--- src/wb_pkg.sv ---
// writeback stage definitions
package wb_pkg;

   // widths
   localparam int word_w  = 32;
   localparam int mm_w    = 64;
   localparam int idx_w   = 3;
   localparam int size_w  = 2;
   localparam int fmask_w = 7;
   localparam int ctrl_w  = 19;

   typedef logic [word_w-1:0] word_t;
   typedef logic [word_w-1:0] addr_t;
   typedef logic [mm_w-1:0]   mm_t;
   typedef logic [word_w-1:0] flags_t;
   typedef logic [idx_w-1:0]  reg_idx_t;
   typedef logic [size_w-1:0] size_t;
   typedef logic [ctrl_w-1:0] ctrl_t;

   // control word bit positions
   localparam int ctl_ld_gpr3     = 0;
   localparam int ctl_ld_seg      = 1;
   localparam int ctl_ld_mm       = 2;
   localparam int ctl_ld_eip      = 3;
   localparam int ctl_ld_flags    = 4;
   localparam int ctl_is_jne      = 5;
   localparam int ctl_is_jnbe     = 6;
   localparam int ctl_is_cmovc    = 7;
   localparam int ctl_is_halt     = 8;
   localparam int ctl_cmps_first  = 9;
   localparam int ctl_cmps_second = 10;
   localparam int ctl_mm_op       = 11;
   // flag mask occupies bits 18:12, ordered CF PF AF ZF SF DF OF
   localparam int ctl_fmask_lo    = 12;

   // flag positions inside the flags register
   localparam int flag_cf = 0;
   localparam int flag_pf = 2;
   localparam int flag_af = 4;
   localparam int flag_zf = 6;
   localparam int flag_sf = 7;
   localparam int flag_df = 10;
   localparam int flag_of = 11;

   // mask bit i selects flags bit flag_map[i]
   localparam int flag_map [fmask_w] = '{flag_cf, flag_pf, flag_af, flag_zf,
                                         flag_sf, flag_df, flag_of};

endpackage

--- src/wb_ctrl_if.sv ---
// retiring micro-op control bus
`timescale 1ns/1ps

interface wb_ctrl_if;
   import wb_pkg::*;

   logic  valid;
   ctrl_t ctrl;
   logic  repne;

   // execute-stage requests
   logic  ld_gpr1_req;
   logic  ld_gpr2_req;
   logic  dcache_write_req;

   // cache back-pressure, owned by the commit block
   logic  stall;

   modport commit (
      input  valid, ctrl, repne,
      input  ld_gpr1_req, ld_gpr2_req, dcache_write_req,
      output stall
   );

   modport observe (
      input valid, ctrl, repne,
      input ld_gpr1_req, ld_gpr2_req, dcache_write_req,
      input stall
   );

endinterface

--- src/operand_select_wb.sv ---
// CMPS operand hold and data select
`timescale 1ns/1ps

module operand_select_wb (
   input  logic           clk,
   input  logic           reset,
   wb_ctrl_if.observe     ctrl,
   input  wb_pkg::word_t  result_a,
   input  wb_pkg::mm_t    result_mm,
   output wb_pkg::word_t  data1,
   output wb_pkg::mm_t    dcache_data
);
   import wb_pkg::*;

   word_t cmps_hold;
   logic  capture;

   // first CMPS operand is kept only when that micro-op commits
   assign capture = ctrl.valid & ~ctrl.stall & ctrl.ctrl[ctl_cmps_first];

   always_ff @(posedge clk) begin
      if (reset) begin
         cmps_hold <= '0;
      end else if (capture) begin
         cmps_hold <= result_a;
      end
   end

   // second CMPS micro-op writes back the held operand
   assign data1 = ctrl.ctrl[ctl_cmps_second] ? cmps_hold : result_a;

   // MMX store or zero-extended integer store
   assign dcache_data = ctrl.ctrl[ctl_mm_op] ? result_mm
                                             : {{(mm_w-word_w){1'b0}}, data1};

   a_cmps_exclusive: assert property (
      @(posedge clk) disable iff (reset)
      ctrl.valid |-> !(ctrl.ctrl[ctl_cmps_first] && ctrl.ctrl[ctl_cmps_second])
   ) else $error("cmps_first and cmps_second set in one micro-op");

endmodule

--- src/branch_cond_wb.sv ---
// conditional commit for jumps and cmov
`timescale 1ns/1ps

module branch_cond_wb (
   wb_ctrl_if.observe     ctrl,
   input  wb_pkg::flags_t flags,
   output logic           ld_eip_cond,
   output logic           ld_gpr1_cond
);
   import wb_pkg::*;

   logic cf;
   logic zf;
   logic jne_ok;
   logic jnbe_ok;

   // registered flags, before this micro-op's own update
   assign cf = flags[flag_cf];
   assign zf = flags[flag_zf];

   // an unset condition bit lets the load through
   assign jne_ok  = ~ctrl.ctrl[ctl_is_jne]  | ~zf;
   assign jnbe_ok = ~ctrl.ctrl[ctl_is_jnbe] | (~cf & ~zf);

   assign ld_eip_cond = ctrl.ctrl[ctl_ld_eip] & jne_ok & jnbe_ok;

   // cmovc moves only when carry is set
   assign ld_gpr1_cond = ctrl.ld_gpr1_req & (~ctrl.ctrl[ctl_is_cmovc] | cf);

endmodule

--- src/commit_valid_wb.sv ---
// commit enables, stall and hazard dependences
`timescale 1ns/1ps

module commit_valid_wb (
   wb_ctrl_if.commit ctrl,
   input  logic      ld_eip_cond,
   input  logic      ld_gpr1_cond,
   input  logic      write_ready,
   output logic      final_ld_gpr1,
   output logic      final_ld_gpr2,
   output logic      final_ld_gpr3,
   output logic      final_ld_seg,
   output logic      final_ld_mm,
   output logic      final_ld_eip,
   output logic      commit_flags,
   output logic      dep_ld_gpr1,
   output logic      dep_ld_gpr2,
   output logic      dep_ld_gpr3,
   output logic      dep_ld_seg,
   output logic      dep_ld_mm,
   output logic      dep_dcache_write,
   output logic      dcache_write
);
   import wb_pkg::*;

   logic go;

   // pending work, independent of stall
   assign dep_ld_gpr1      = ctrl.valid & ld_gpr1_cond;
   assign dep_ld_gpr2      = ctrl.valid & ctrl.ld_gpr2_req;
   assign dep_ld_gpr3      = ctrl.valid & ctrl.ctrl[ctl_ld_gpr3];
   assign dep_ld_seg       = ctrl.valid & ctrl.ctrl[ctl_ld_seg];
   assign dep_ld_mm        = ctrl.valid & ctrl.ctrl[ctl_ld_mm];
   assign dep_dcache_write = ctrl.valid & ctrl.dcache_write_req;

   // cache holds the write until ready
   assign dcache_write = dep_dcache_write;
   assign ctrl.stall   = dep_dcache_write & ~write_ready;
   assign go           = ~ctrl.stall;

   assign final_ld_gpr1 = dep_ld_gpr1 & go;
   assign final_ld_gpr2 = dep_ld_gpr2 & go;
   assign final_ld_gpr3 = dep_ld_gpr3 & go;
   assign final_ld_seg  = dep_ld_seg & go;
   assign final_ld_mm   = dep_ld_mm & go;
   assign final_ld_eip  = ctrl.valid & ld_eip_cond & go;
   assign commit_flags  = ctrl.valid & ctrl.ctrl[ctl_ld_flags] & go;

endmodule

--- src/repne_halt_wb.sv ---
// halt and repne termination
`timescale 1ns/1ps

module repne_halt_wb (
   wb_ctrl_if.observe     ctrl,
   input  wb_pkg::flags_t flags,
   input  wb_pkg::word_t  result_c,
   output logic           halt,
   output logic           repne_terminate
);
   import wb_pkg::*;

   logic count_zero;
   logic repne_step;

   assign halt = ctrl.valid & ctrl.ctrl[ctl_is_halt];

   // result_c is the already decremented count
   assign count_zero = (result_c == '0);

   // second half of a repne cmps
   assign repne_step = ctrl.valid & ctrl.ctrl[ctl_cmps_second] & ctrl.repne;

   // stop on a match or an exhausted count
   assign repne_terminate = repne_step & (flags[flag_zf] | count_zero);

   a_halt_repne_excl: assert final (!(halt && repne_terminate))
      else $error("halt and repne_terminate high together");

endmodule

--- src/flags_wb.sv ---
// flags register with masked update
`timescale 1ns/1ps

module flags_wb (
   input  logic           clk,
   input  logic           reset,
   input  logic           commit_flags,
   wb_ctrl_if.observe     ctrl,
   input  wb_pkg::flags_t new_flags,
   output wb_pkg::flags_t flags
);
   import wb_pkg::*;

   logic [fmask_w-1:0] mask;
   flags_t             merged;

   assign mask = ctrl.ctrl[ctl_fmask_lo +: fmask_w];

   // only the named flags take the new value
   always_comb begin
      merged = flags;
      for (int i = 0; i < fmask_w; i++) begin
         if (mask[i]) begin
            merged[flag_map[i]] = new_flags[flag_map[i]];
         end
      end
   end

   always_ff @(posedge clk) begin
      if (reset) begin
         flags <= '0;
      end else if (commit_flags) begin
         flags <= merged;
      end
   end

   a_flags_hold_on_stall: assert property (
      @(posedge clk) disable iff (reset)
      ctrl.stall |=> $stable(flags)
   ) else $error("flags changed during a stall");

endmodule

--- src/writeback.sv ---
// writeback stage top
`timescale 1ns/1ps

module writeback (
   input  logic               clk,
   input  logic               reset,
   input  logic               valid,
   input  wb_pkg::ctrl_t      ctrl,
   input  wb_pkg::addr_t      neip,
   input  logic               repne,
   input  logic               ex_ld_gpr1,
   input  logic               ex_ld_gpr2,
   input  logic               ex_dcache_write,
   input  wb_pkg::size_t      datasize,
   input  wb_pkg::word_t      result_a,
   input  wb_pkg::word_t      result_b,
   input  wb_pkg::word_t      result_c,
   input  wb_pkg::mm_t        result_mm,
   input  wb_pkg::flags_t     new_flags,
   input  wb_pkg::reg_idx_t   dr1,
   input  wb_pkg::reg_idx_t   dr2,
   input  wb_pkg::reg_idx_t   dr3,
   input  wb_pkg::addr_t      address,
   input  logic               write_ready,
   output wb_pkg::reg_idx_t   final_dr1,
   output wb_pkg::reg_idx_t   final_dr2,
   output wb_pkg::reg_idx_t   final_dr3,
   output wb_pkg::word_t      final_data1,
   output wb_pkg::word_t      final_data2,
   output wb_pkg::word_t      final_data3,
   output logic               final_ld_gpr1,
   output logic               final_ld_gpr2,
   output logic               final_ld_gpr3,
   output wb_pkg::size_t      final_datasize,
   output logic               final_ld_seg,
   output wb_pkg::mm_t        final_mm_data,
   output logic               final_ld_mm,
   output wb_pkg::addr_t      final_eip,
   output logic               final_ld_eip,
   output logic               dcache_write,
   output wb_pkg::mm_t        dcache_data,
   output wb_pkg::addr_t      dcache_addr,
   output logic               dep_ld_gpr1,
   output logic               dep_ld_gpr2,
   output logic               dep_ld_gpr3,
   output logic               dep_ld_seg,
   output logic               dep_ld_mm,
   output logic               dep_dcache_write,
   output logic               halt,
   output logic               repne_terminate,
   output logic               stall,
   output logic               cf_forward,
   output logic               af_forward
);
   import wb_pkg::*;

   wb_ctrl_if wb_bus ();

   word_t  data1;
   flags_t cur_flags;
   logic   ld_eip_cond;
   logic   ld_gpr1_cond;
   logic   commit_flags;

   // micro-op control onto the shared bus
   assign wb_bus.valid            = valid;
   assign wb_bus.ctrl             = ctrl;
   assign wb_bus.repne            = repne;
   assign wb_bus.ld_gpr1_req      = ex_ld_gpr1;
   assign wb_bus.ld_gpr2_req      = ex_ld_gpr2;
   assign wb_bus.dcache_write_req = ex_dcache_write;

   operand_select_wb u_operand_select (
      .clk(clk), .reset(reset), .ctrl(wb_bus.observe),
      .result_a(result_a), .result_mm(result_mm),
      .data1(data1), .dcache_data(dcache_data)
   );

   branch_cond_wb u_branch_cond (
      .ctrl(wb_bus.observe), .flags(cur_flags),
      .ld_eip_cond(ld_eip_cond), .ld_gpr1_cond(ld_gpr1_cond)
   );

   commit_valid_wb u_commit_valid (
      .ctrl(wb_bus.commit), .ld_eip_cond(ld_eip_cond),
      .ld_gpr1_cond(ld_gpr1_cond), .write_ready(write_ready),
      .final_ld_gpr1(final_ld_gpr1), .final_ld_gpr2(final_ld_gpr2),
      .final_ld_gpr3(final_ld_gpr3), .final_ld_seg(final_ld_seg),
      .final_ld_mm(final_ld_mm), .final_ld_eip(final_ld_eip),
      .commit_flags(commit_flags),
      .dep_ld_gpr1(dep_ld_gpr1), .dep_ld_gpr2(dep_ld_gpr2),
      .dep_ld_gpr3(dep_ld_gpr3), .dep_ld_seg(dep_ld_seg),
      .dep_ld_mm(dep_ld_mm), .dep_dcache_write(dep_dcache_write),
      .dcache_write(dcache_write)
   );

   repne_halt_wb u_repne_halt (
      .ctrl(wb_bus.observe), .flags(cur_flags), .result_c(result_c),
      .halt(halt), .repne_terminate(repne_terminate)
   );

   flags_wb u_flags (
      .clk(clk), .reset(reset), .commit_flags(commit_flags),
      .ctrl(wb_bus.observe), .new_flags(new_flags), .flags(cur_flags)
   );

   // register file, segment, mmx and eip ports
   assign final_dr1      = dr1;
   assign final_dr2      = dr2;
   assign final_dr3      = dr3;
   assign final_data1    = data1;
   assign final_data2    = result_b;
   assign final_data3    = result_c;
   assign final_datasize = datasize;
   assign final_mm_data  = result_mm;
   assign final_eip      = neip;
   assign dcache_addr    = address;

   assign stall = wb_bus.stall;

   // forwarded from the registered flags
   assign cf_forward = cur_flags[flag_cf];
   assign af_forward = cur_flags[flag_af];

endmodule

--- config.mk ---
export PLATFORM = sky130hd
export DESIGN_NAME = writeback
export DESIGN_NICKNAME = d
export VERILOG_FILES = /design/src/wb_pkg.sv /design/src/wb_ctrl_if.sv /design/src/operand_select_wb.sv /design/src/branch_cond_wb.sv /design/src/commit_valid_wb.sv /design/src/repne_halt_wb.sv /design/src/flags_wb.sv /design/src/writeback.sv
export SDC_FILE = /design/constraint.sdc
export NUM_CORES = 1
export LEC_CHECK = 0
export ABC_CLOCK_PERIOD_IN_PS = 900
export BUFFER_PORTS_ARGS = -buffer_cell sky130_fd_sc_hd__buf_4
export CAP_MARGIN = 20
export CORE_AREA = 2 2 235 237
export DETAILED_ROUTE_END_ITERATION = 16
export DIE_AREA = 0 0 237 239
export HOLD_SLACK_MARGIN = 0.12
export PLACE_DENSITY_LB_ADDON = 0.1
export SETUP_SLACK_MARGIN = 0.05
export SLEW_MARGIN = 10
export SYNTH_ARGS = -nofsm -noshare
export SYNTH_HDL_FRONTEND = slang
export SYNTH_SLANG_ARGS = --single-unit
export TNS_END_PERCENT = 1
--- constraint.sdc ---
create_clock -name clk -period 0.9 [get_ports clk]
set_input_delay 0.045 -clock clk [delete_from_list [all_inputs] [get_ports clk]]
set_output_delay 0.045 -clock clk [all_outputs]
set_load 0.02 [all_outputs]
* After elaboration in Yosys (flattened, before gate mapping)
Cells that the tools add are included.
** Operators by class
- Muxes and demuxes :: 2
- Reduce and logical (&&, ||, !) cells :: 4
- Bitwise logic cells :: 37
** Operators by type and width (number)
- 2-to-1 mux 64 bit :: 1
- zero test 32 bit :: 1
- 2-to-1 mux 32 bit :: 1
- bitwise AND 1 bit :: 26
- NOT 1 bit :: 7
- AND reduction 2 bit :: 3
- bitwise OR 1 bit :: 4
** Storage, ports and cells
- Input bits :: 294
- Word-level logic and storage cells :: 47
- Flip-flop bits (word level) :: 35

* Longest topological paths before layout
Gate-level depths: netlist (run 1).
- Depth after elaboration :: 6
- Mapped depth :: 6

* By module
From an unflattened synthesis (run 1), not the netlist that was laid out.
** Unflattened totals
- Cells, all modules :: 541
- Area total of the unflattened synthesis :: 4797.1 um2
** By module, submodules not included
- operand_select_wb :: sequential area each 640.6 um2, cells each 247, area an instance 2552.4 um2, times used 1
- writeback :: sequential area each 0.0 um2, cells each 203, area an instance 1524.0 um2, times used 1
- flags_wb :: sequential area each 140.1 um2, cells each 55, area an instance 483.0 um2, times used 1
- commit_valid_wb :: sequential area each 0.0 um2, cells each 18, area an instance 120.1 um2, times used 1
- repne_halt_wb :: sequential area each 0.0 um2, cells each 13, area an instance 90.1 um2, times used 1
- branch_cond_wb :: sequential area each 0.0 um2, cells each 5, area an instance 27.5 um2, times used 1

* Worst setup path after synthesis (run 1)
OpenSTA, ideal clock, no wires.
- Kind :: reg2out
- Start :: register u_flags.flags[0]
- End :: output final_ld_gpr1
- Path slack :: -0.448 ns
- Cell stages (with the launch flop) :: 4
- Data required time :: 0.855 ns
- Data arrival time :: 1.303 ns
- Cells stage by stage :: dfxtp_1 -> inv_1 -> a21oi_1 -> nor2b_1
** Between the ends
- Cells in the longest elaborated chain, start to end :: 4
** RTL lines
- from (decl) :: line flags_wb.sv:10 : output wb_pkg::flags_t flags
- from (signal assigned) :: line flags_wb.sv:33 : flags <= merged;
- bitwise OR 1 bit :: line branch_cond_wb.sv:28 : assign ld_gpr1_cond = ctrl.ld_gpr1_req & (~ctrl.ctrl[ctl_is_cmovc] | cf);
- bitwise AND 1 bit :: line branch_cond_wb.sv:28
- bitwise AND 1 bit :: line commit_valid_wb.sv:29 : assign dep_ld_gpr1 = ctrl.valid & ld_gpr1_cond;
- named net dep_ld_gpr1 :: line writeback.sv:43 : output logic dep_ld_gpr1,
- bitwise AND 1 bit :: line commit_valid_wb.sv:41 : assign final_ld_gpr1 = dep_ld_gpr1 & go;
- to (decl) :: line writeback.sv:31 : output logic final_ld_gpr1,
The timed path passes the listed nets, and every way through them passes these cells.

* Worst setup path in the final report (run 1)
- Start :: register u_operand_select.cmps_hold[23]
- End :: output dcache_data[23]
** Between the ends
- Cells in the longest elaborated chain, start to end :: 2
** RTL lines
- from (decl) :: line operand_select_wb.sv:15 : word_t cmps_hold;
- from (signal assigned) :: line operand_select_wb.sv:25 : cmps_hold <= result_a;
- 2-to-1 mux 32 bit :: line operand_select_wb.sv:30 : assign data1 = ctrl.ctrl[ctl_cmps_second] ? cmps_hold : result_a;
- 2-to-1 mux 64 bit :: line operand_select_wb.sv:33 : assign dcache_data = ctrl.ctrl[ctl_mm_op] ? result_mm
- to (decl) :: line writeback.sv:41 : output wb_pkg::mm_t dcache_data,
No other way between the ends.

==> results_dict.tcl, run 1 <==
set metrics [dict create \
    synth_seq_cells 35 \
    fin_crit_ns 1.36 \
    slew_violations 0 \
    start_util 0.0755 \
    gr-usage-all-layers 0.0643 \
    grt_max_degree 36 \
    clock_latency_ns 0.30 \
    cts_max_level 2 \
    place.gp.congestion 0.663 \
    finClkSkew_ns 0 \
    cts.sinks 35 \
    synth_cell_type_count 23 \
    hold_slack_ns 0.146 \
    core_um2 54300 \
    diodes 0 \
    ant_nets 0 \
    critPathRequiredTime_ns 0.85 \
    finalHoldViolations 0 \
    final_common_cell "buf_4" \
    die_area_um2 56600 \
    io_pins 611 \
    die_width_um 237 \
    finalSetupViolCount 68 \
    vias_per_cell 2.85 \
    critPathMaxFanout 2 \
    grt_first_pass_wirelength_mm 27.2 \
    maxCapViolations 0 \
    clock_path_buffers 2 \
    dp_hpwl_mm 15.3 \
    p_per_area_nw_per_um2 934 \
    drive_gt1_frac 0.628 \
    startpoint_type "flip-flop" \
    tightest_slew_ns 0.321 \
    placed_area_um2 6640 \
    critPathKind "flip-flop to output port" \
    first_pass_iters 4 \
    status "finished, violations left" \
    fmax_ghz 0.735 \
    final_cells 1539 \
    hold_path.class "input port to flip-flop" \
    final.fill_count 6149 \
    yosysWarnings 0 \
    placedCellCount 1387 \
    crit_arrival_ns 1.32 \
    slew_headroom 0.784 \
    antenna_found_initial 0 \
    syn_area_per_cell_um2 8.25 \
    grt_overflow 0 \
    layout_common_cells "330 x buf_4, 143 x dlygate4sd3_1, 74 x buf_6" \
    ir_drop_mv 0.511 \
    fin_tns_setup_ns -20.96 \
    drtIter0Drc 89 \
    wl_per_cell_um 13.1 \
    failed_checks "negative setup slack" \
    cts.clk_slew.worst_paths_ns 0.08 \
    end_kind "output port" \
    drt_wl_total_mm 20.2 \
    drc 0 \
    clock_tree.root_cell "clkbuf_16" \
    place_ws_ns -0.606 \
    tritoncts "done" \
    grt_pass1_vias 4462 \
    io_buffers 363 \
    synthCells 497 \
    seq_area_frac_synth 0.171 \
    p_leak_nw 3.94 \
    dieHeight_um 239 \
    routed-via-count 4387 \
    syn_area_um2 4100 \
    fin_area_um2 8610 \
    synthToLayoutAreaGrowth_pct 110 \
    finalNetCount 1128 \
    synth_fp_nets 791 \
    rows 86 \
    worst_slack_ns -0.461 \
    postCtsSetupBuffers 0 \
    finalCritPeriodShare 1.51 \
    rsz0062_at_grt "yes" \
    cts_made_buffers 5 \
]
==> worst max-delay path, stage by stage (launching register included) <==
cell     delay [ns]
dfxtp_2        0.33
mux2_4         0.26
mux2_4         0.29
buf_6          0.14
==> logic make-up after synthesis <==
family,count (synthesis),share of synthesized area
buffers and inverters,228,0.414
AO/OA/AOI/OAI,38,0.0500
AND/OR/NAND/NOR,130,0.158
flip-flops,35,0.171
multiplexers,66,0.207
==> area by class of cell <==
class | count | area (um2) | area share
Clock buffer | 5 | 125 | 0.0145
Clock inverter | 3 | 20.0 | 0.00232
Inverter | 1 | 3.75 | 0.000436
Multi-Input combinational cell | 234 | 1920 | 0.223
Sequential cell | 35 | 729 | 0.0847
Tap cell | 704 | 881 | 0.102
Timing Repair Buffer | 557 | 4930 | 0.573
==> power breakdown <==
group	switching [W]	leakage (nW)	internal, W
combinational	0.00211	3.58	0.00234
sequential	0.0000334	0.295	0.00162
clock	0.000917	0.0658	0.00103
==> cells in the mapped netlist, drive strengths merged <==
library cell,n,share of area
nor2,4,0.0037
nand2b,1,0.0034
mux2,64,0.20
nor2b,2,0.0031
clkbuf,8,0.0073
and3,5,0.0076
nand2,65,0.059
buf,219,0.41
a21oi,35,0.043
nor4,8,0.012
o2111a,1,0.0027
dfxtp,35,0.17
mux2i,2,0.0049
inv,1,0.00091
nand3,1,0.0012
o211a,1,0.0024
a31o,1,0.0021
and2,39,0.059
nand4,5,0.0076
==> routing by layer <==
layer,routed length (um),track usage
met5,0,0
met4,317,0.0211
met3,1770,0.0164
met2,11200,0.129
met1,6890,0.0639
==> path summary, 6_finish.rpt <==
kind / from / to / slack (ns) / cells past startpoint
max: u_operand_select.cmps_hold[23]$_SDFFE_PP0P_ / dcache_data[23] / -0.46 / 3
min: ctrl[14] / u_flags.flags[4]$_SDFFE_PP0P_ / 0.15 / 4
max reg2reg: u_flags.flags[0]$_SDFFE_PP0P_ / u_flags.flags[0]$_SDFFE_PP0P_ / 0.10 / 3
min reg2reg: u_operand_select.cmps_hold[9]$_SDFFE_PP0P_ / u_operand_select.cmps_hold[9]$_SDFFE_PP0P_ / 0.45 / 2
==> registers in the layout (all words and copies together), names as in the netlist <==
register and flops:
u_flags.flags 3, u_operand_select.cmps_hold 32
==> what timing repair did <==
| action | CTS | global route |
|---|---|---|
| pin swaps | 5 | 1 |
| endpoints found under the setup margin | 77 | 76 |
| hold buffers | 144 | 0 |
| endpoints found under the hold margin | 142 | 0 |
| resized for setup | 76 | 38 |
==> stage by stage <==
step	utilization	power, W
6_report	0.159	0.00804
4_1_cts	0.156	0.00825
5_1_grt	0.159	0.00857
2_1_floorplan	-	0.00424
3_3_place_gp	0.122	0.00514
3_5_place_dp	0.122	0.00511
Note: power is estimated with default switching activity, not from simulation.
==> run 2: changes to the inputs <==
- ABC_CLOCK_PERIOD_IN_PS: 900 -> 1490
- CORE_AREA: 2 2 235 237 -> 2 2 234 236
- DIE_AREA: 0 0 237 239 -> 0 0 236 238
- clock period: 0.9 -> 1.49 ns (I/O delays scaled with it)
==> results_dict.tcl, run 2 (same netlist as run 1, synthesis figures left out) <==
set metrics [dict create \
    clock_latency_ns 0.32 \
    grt_max_degree 36 \
    core_um2 53500 \
    placed_area_um2 6130 \
    worst_slack_ns 0.0443 \
    final_common_cell "buf_4" \
    maxCapViolations 0 \
    finalSetupViolCount 0 \
    reg2reg_slack_ns 0.11 \
    vias_per_cell 2.78 \
    critPathKind "input port to flip-flop" \
    layout_common_cells "368 x buf_4, 65 x nand2_1, 39 x and2_1, 39 x dlygate4sd3_1, 35 x mux2_2" \
    cts_made_buffers 5 \
    finClkSkew_ns 0 \
    crit_arrival_ns 1.69 \
    slew_headroom 0.644 \
    placedCellCount 1338 \
    top_register "u_operand_select.cmps_hold" \
    synthToLayoutAreaGrowth_pct 63.0 \
    holdPathEnd "dcache_addr[21]" \
    drc 0 \
    hold_path.class "input port to output port" \
    clock_tree.root_cell "clkbuf_16" \
    diodes 0 \
    min_from "address[21]" \
    hold_path_depth 0 \
    postCtsSetupBuffers 0 \
    p_leak_nw 3.05 \
    routed-via-count 3854 \
    place.gp.congestion 0.652 \
    final_cells 1385 \
    place_ws_ns 0.0881 \
    finalNetCount 982 \
    crit_top_cell "dlygate4sd3_1" \
    first_pass_iters 4 \
    largest_register_ffs 32 \
    critPathBufInv 3 \
    fin_area_um2 6680 \
    cts.sinks 35 \
    rsz0062_at_grt "yes" \
    io_buffers 363 \
    path_cells "dlygate4sd3_1 > buf_4 > a31o_2 > dlygate4sd3_1 > a21oi_1" \
    reg2reg_depth 4 \
    reg2reg_from "u_flags.flags[0]$_SDFFE_PP0P_" \
    drive_gt1_frac 0.656 \
    ant_nets 0 \
    gr-usage-all-layers 0.0622 \
    drtIter0Drc 55 \
    status "complete, no violations" \
    critPathMaxStageDelay_ns 0.57 \
    ir_drop_mv 0.319 \
    startpoint_type "input port" \
    dieHeight_um 238 \
    grt_first_pass_wirelength_mm 25.4 \
    dp_hpwl_mm 14.9 \
    die_area_um2 56200 \
    cts.clk_slew.worst_paths_ns 0.07 \
    cpLargestDelayFamily "buffers and inverters" \
    drt_wl_total_mm 18.2 \
    clock_path_buffers 2 \
    fin_crit_ns 1.45 \
    fmax_ghz 0.692 \
    end_kind "flip-flop" \
    r2r-end "u_flags.flags[0]$_SDFFE_PP0P_" \
    wl_per_cell_um 13.1 \
    crit_slowest_cell "dlygate4sd3_1" \
    start_util 0.0767 \
    fin_tns_setup_ns 0 \
    antenna_found_initial 0 \
    finalHoldViolations 0 \
    critPathMaxFanout 2 \
    die_width_um 236 \
    cts_max_level 2 \
    tritoncts "done" \
    reg.largest.list "u_operand_select.cmps_hold (32), u_flags.flags (3)" \
    finalCritPeriodShare 0.970 \
    grt_pass1_vias 3985 \
    tightest_slew_ns 0.535 \
    grt_overflow 0 \
    critPathRequiredTime_ns 1.74 \
    p_per_area_nw_per_um2 624 \
    io_pins 611 \
    slew_violations 0 \
    rows 85 \
]
[run 2: area by class of cell]
cell class / instances / area [um2]
Clock buffer: 6 / 139
Timing Repair Buffer: 411 / 3230
Clock inverter: 2 / 16.3
Tap cell: 696 / 871
Fill cell: 6177 / 46800
Inverter: 1 / 3.75
Multi-Input combinational cell: 234 / 1720
Sequential cell: 35 / 703
[run 2: metrics by stage]
stage	hold slack, ns	util	power, W
final	0.149	0.125	0.00417
after global routing	0.149	0.125	0.00448
after CTS	0.127	0.125	0.00437
after detailed placement	0.149	0.115	0.00293
after global placement	0.149	0.115	0.00295
after floorplan	0.210	-	0.00250
[run 2: power breakdown]
part	switching, W	internal, W	leakage [nW]
Sequential	0.0000203	0.000975	0.286
Combinational	0.000955	0.000990	2.69
Clock	0.000560	0.000672	0.0731
Total	0.00154	0.00264	3.05
[run 2: worst max path at each step]
stage                                                      from  cells past startpoint                             to  slack (ns)
global route        u_operand_select.cmps_hold[24]$_SDFFE_PP0P_                      3                dcache_data[24]        0.02
CTS                  u_operand_select.cmps_hold[6]$_SDFFE_PP0P_                      3                 dcache_data[6]        0.04
detailed placement                                  result_c[8]                      6                repne_terminate        0.09
global placement                                    result_c[8]                      6                repne_terminate        0.03
finish                                                 ctrl[12]                      5  u_flags.flags[0]$_SDFFE_PP0P_        0.04
floorplan                         u_flags.flags[0]$_SDFFE_PP0P_                      3                  final_ld_gpr1        0.11
[run 2: timing repair]
action,4_1_cts,5_1_grt
setup endpoints to repair,5,23
hold buffers,39,0
hold endpoints to repair,35,0
gates cloned,0,0
resized for setup,1,3
[run 2: worst reg2reg max path: stages, from the launching register on]
cell and delay [ns]:
dfxtp_2 0.35, inv_1 0.07, a31o_2 0.21, dlygate4sd3_1 0.55, a21oi_1 0.13
[run 2: per-layer routing]
metal | track usage | share of wire | vias to the layer above
met4 | 0.0303 | 0.039 | 0
met3 | 0.0302 | 0.12 | 35
met1 | 0.0563 | 0.34 | 1715
met2 | 0.116 | 0.51 | 308
li1 | - | - | 1796
met5 | 0 | 0 | -
==> run 3: changes to the inputs <==
--- a/constraint.sdc
+++ b/constraint.sdc
@@ -3,2 +3,2 @@
 set_output_delay 0.0745 -clock clk [all_outputs]
-set_load 0.02 [all_outputs]
+set_load 0.005 [all_outputs]
==> results_dict.tcl, run 3 (same netlist as run 1, synthesis figures left out) <==
set metrics [dict create \
    io_pins 611 \
    ir_drop_mv 0.312 \
    finalSetupViolCount 0 \
    min_from "address[21]" \
    cts_made_buffers 5 \
    critPathBufInv 1 \
    crit_slowest_cell "dfxtp_1" \
    core_um2 53500 \
    maxCapViolations 0 \
    critPathKind "flip-flop to output port" \
    diodes 0 \
    synthToLayoutAreaGrowth_pct 63.2 \
    fmax_ghz 0.725 \
    critPathLaunch "u_operand_select.cmps_hold[25]$_SDFFE_PP0P_" \
    p_leak_nw 3.06 \
    multi_input_area_um2 1720 \
    finClkSkew_ns 0 \
    reg2reg_depth 3 \
    drive_gt1_frac 0.656 \
    postCtsSetupBuffers 0 \
    final_cells 1387 \
    final.fill_count 6183 \
    clock_tree.root_cell "clkbuf_16" \
    rsz0062_at_grt "yes" \
    fin_area_um2 6690 \
    cts_max_level 2 \
    p_per_area_nw_per_um2 556 \
    grt_pass1_vias 4004 \
    tightest_slew_ns 0.527 \
    start_util 0.0767 \
    critPathMaxFanout 2 \
    tritoncts "done" \
    cts.sinks 35 \
    grt_first_pass_wirelength_mm 25.1 \
    hold_path_depth 0 \
    status "complete, no violations" \
    power_w 0.00372 \
    path_cells "mux2_2 > mux2_2 > buf_4" \
    io_buffers 363 \
    antenna_found_initial 0 \
    fin_tns_setup_ns 0 \
    fin_crit_ns 1.38 \
    finalCritPeriodShare 0.925 \
    critPathRequiredTime_ns 1.42 \
    reg.largest.list "u_operand_select.cmps_hold (32), u_flags.flags (3)" \
    drt_wl_total_mm 18.1 \
    dp_hpwl_mm 15.0 \
    regArea_um2 701 \
    crit_arrival_ns 1.30 \
    die_width_um 236 \
    cpLargestDelayFamily "multiplexers" \
    top_register "u_operand_select.cmps_hold" \
    drtIter0Drc 58 \
    end_kind "output port" \
    die_area_um2 56200 \
    crit_top_cell "mux2_2" \
    finalHoldViolations 0 \
    wl_per_cell_um 13.0 \
    placedCellCount 1341 \
    largest_register_ffs 32 \
    grt_max_degree 36 \
    reg2reg_from "u_flags.flags[0]$_SDFFE_PP0P_" \
    grt_overflow 0 \
    placed_area_um2 6150 \
    ant_nets 0 \
    drc 0 \
    vias_per_cell 2.79 \
    holdPathEnd "dcache_addr[21]" \
    clock_latency_ns 0.30 \
    dieHeight_um 238 \
    slew_headroom 0.649 \
    rows 85 \
    slew_violations 0 \
    hold_path.class "input port to output port" \
    routed-via-count 3868 \
    final_common_cell "buf_4" \
    clock_path_buffers 2 \
    r2r-end "u_flags.flags[0]$_SDFFE_PP0P_" \
    critPathMaxStageDelay_ns 0.31 \
    layout_common_cells "371 x buf_4, 65 x nand2_1, 39 x and2_1" \
    first_pass_iters 4 \
    final_core_util 0.125 \
    finalNetCount 984 \
    gr-usage-all-layers 0.0607 \
    reg2reg_slack_ns 0.58 \
    place.gp.congestion 0.644 \
    cts.clk_slew.worst_paths_ns 0.06 \
    startpoint_type "flip-flop" \
]
-- run 3: power by group --
| part | switching [W] | leakage [nW] | internal, W |
|---|---|---|---|
| Sequential | 0.0000201 | 0.285 | 0.000974 |
| Clock | 0.000521 | 0.0731 | 0.000671 |
| Combinational | 0.000562 | 2.71 | 0.000970 |
| Total | 0.00110 | 3.06 | 0.00262 |
-- run 3: layer usage --
| metal | GRT usage | vias up | wire length, um |
|---|---|---|---|
| met5 | 0 | - | 0 |
| met4 | 0.0291 | 0 | 701 |
| met3 | 0.0255 | 33 | 1990 |
| met2 | 0.115 | 310 | 9210 |
| met1 | 0.0563 | 1724 | 6170 |
| li1 | - | 1801 | - |
-- run 3: area by class of cell --
type,count,share of cell area
Tap cell,696,0.130
Multi-Input combinational cell,234,0.257
Timing Repair Buffer,413,0.485
Clock inverter,2,0.00243
Sequential cell,35,0.105
Clock buffer,6,0.0207
Inverter,1,0.000561
-- run 3: how the worst max path moves through the flow --
stage | end | slack [ns] | cells past startpoint
after floorplan | dcache_data[0] | 0.51 | 4
after global placement | repne_terminate | 0.05 | 7
after detailed placement | repne_terminate | 0.07 | 7
after CTS | repne_terminate | 0.06 | 7
after global routing | dcache_data[19] | 0.04 | 3
final | dcache_data[25] | 0.11 | 3
-- run 3: stage by stage --
stage / hold WS (ns) / setup WS, ns
finish: 0.149 / 0.111
global route: 0.149 / 0.0441
CTS: 0.149 / 0.0637
detailed placement: 0.149 / 0.0696
global placement: 0.149 / 0.0499
floorplan: 0.187 / 0.508
-- run 3: worst reg2reg max path: stages (launching register included) --
cell	delay (ns)
dfxtp_1	0.38
inv_1	0.10
a31o_2	0.22
a21oi_1	0.15
-- run 3: timing repair --
action / CTS / global route
hold endpoints to repair: 35 / 0
endpoints found under the setup margin: 1 / 3
gates cloned: 0 / 0
hold buffers: 38 / 0
resized for setup: 1 / 1
pin swaps: 0 / 0
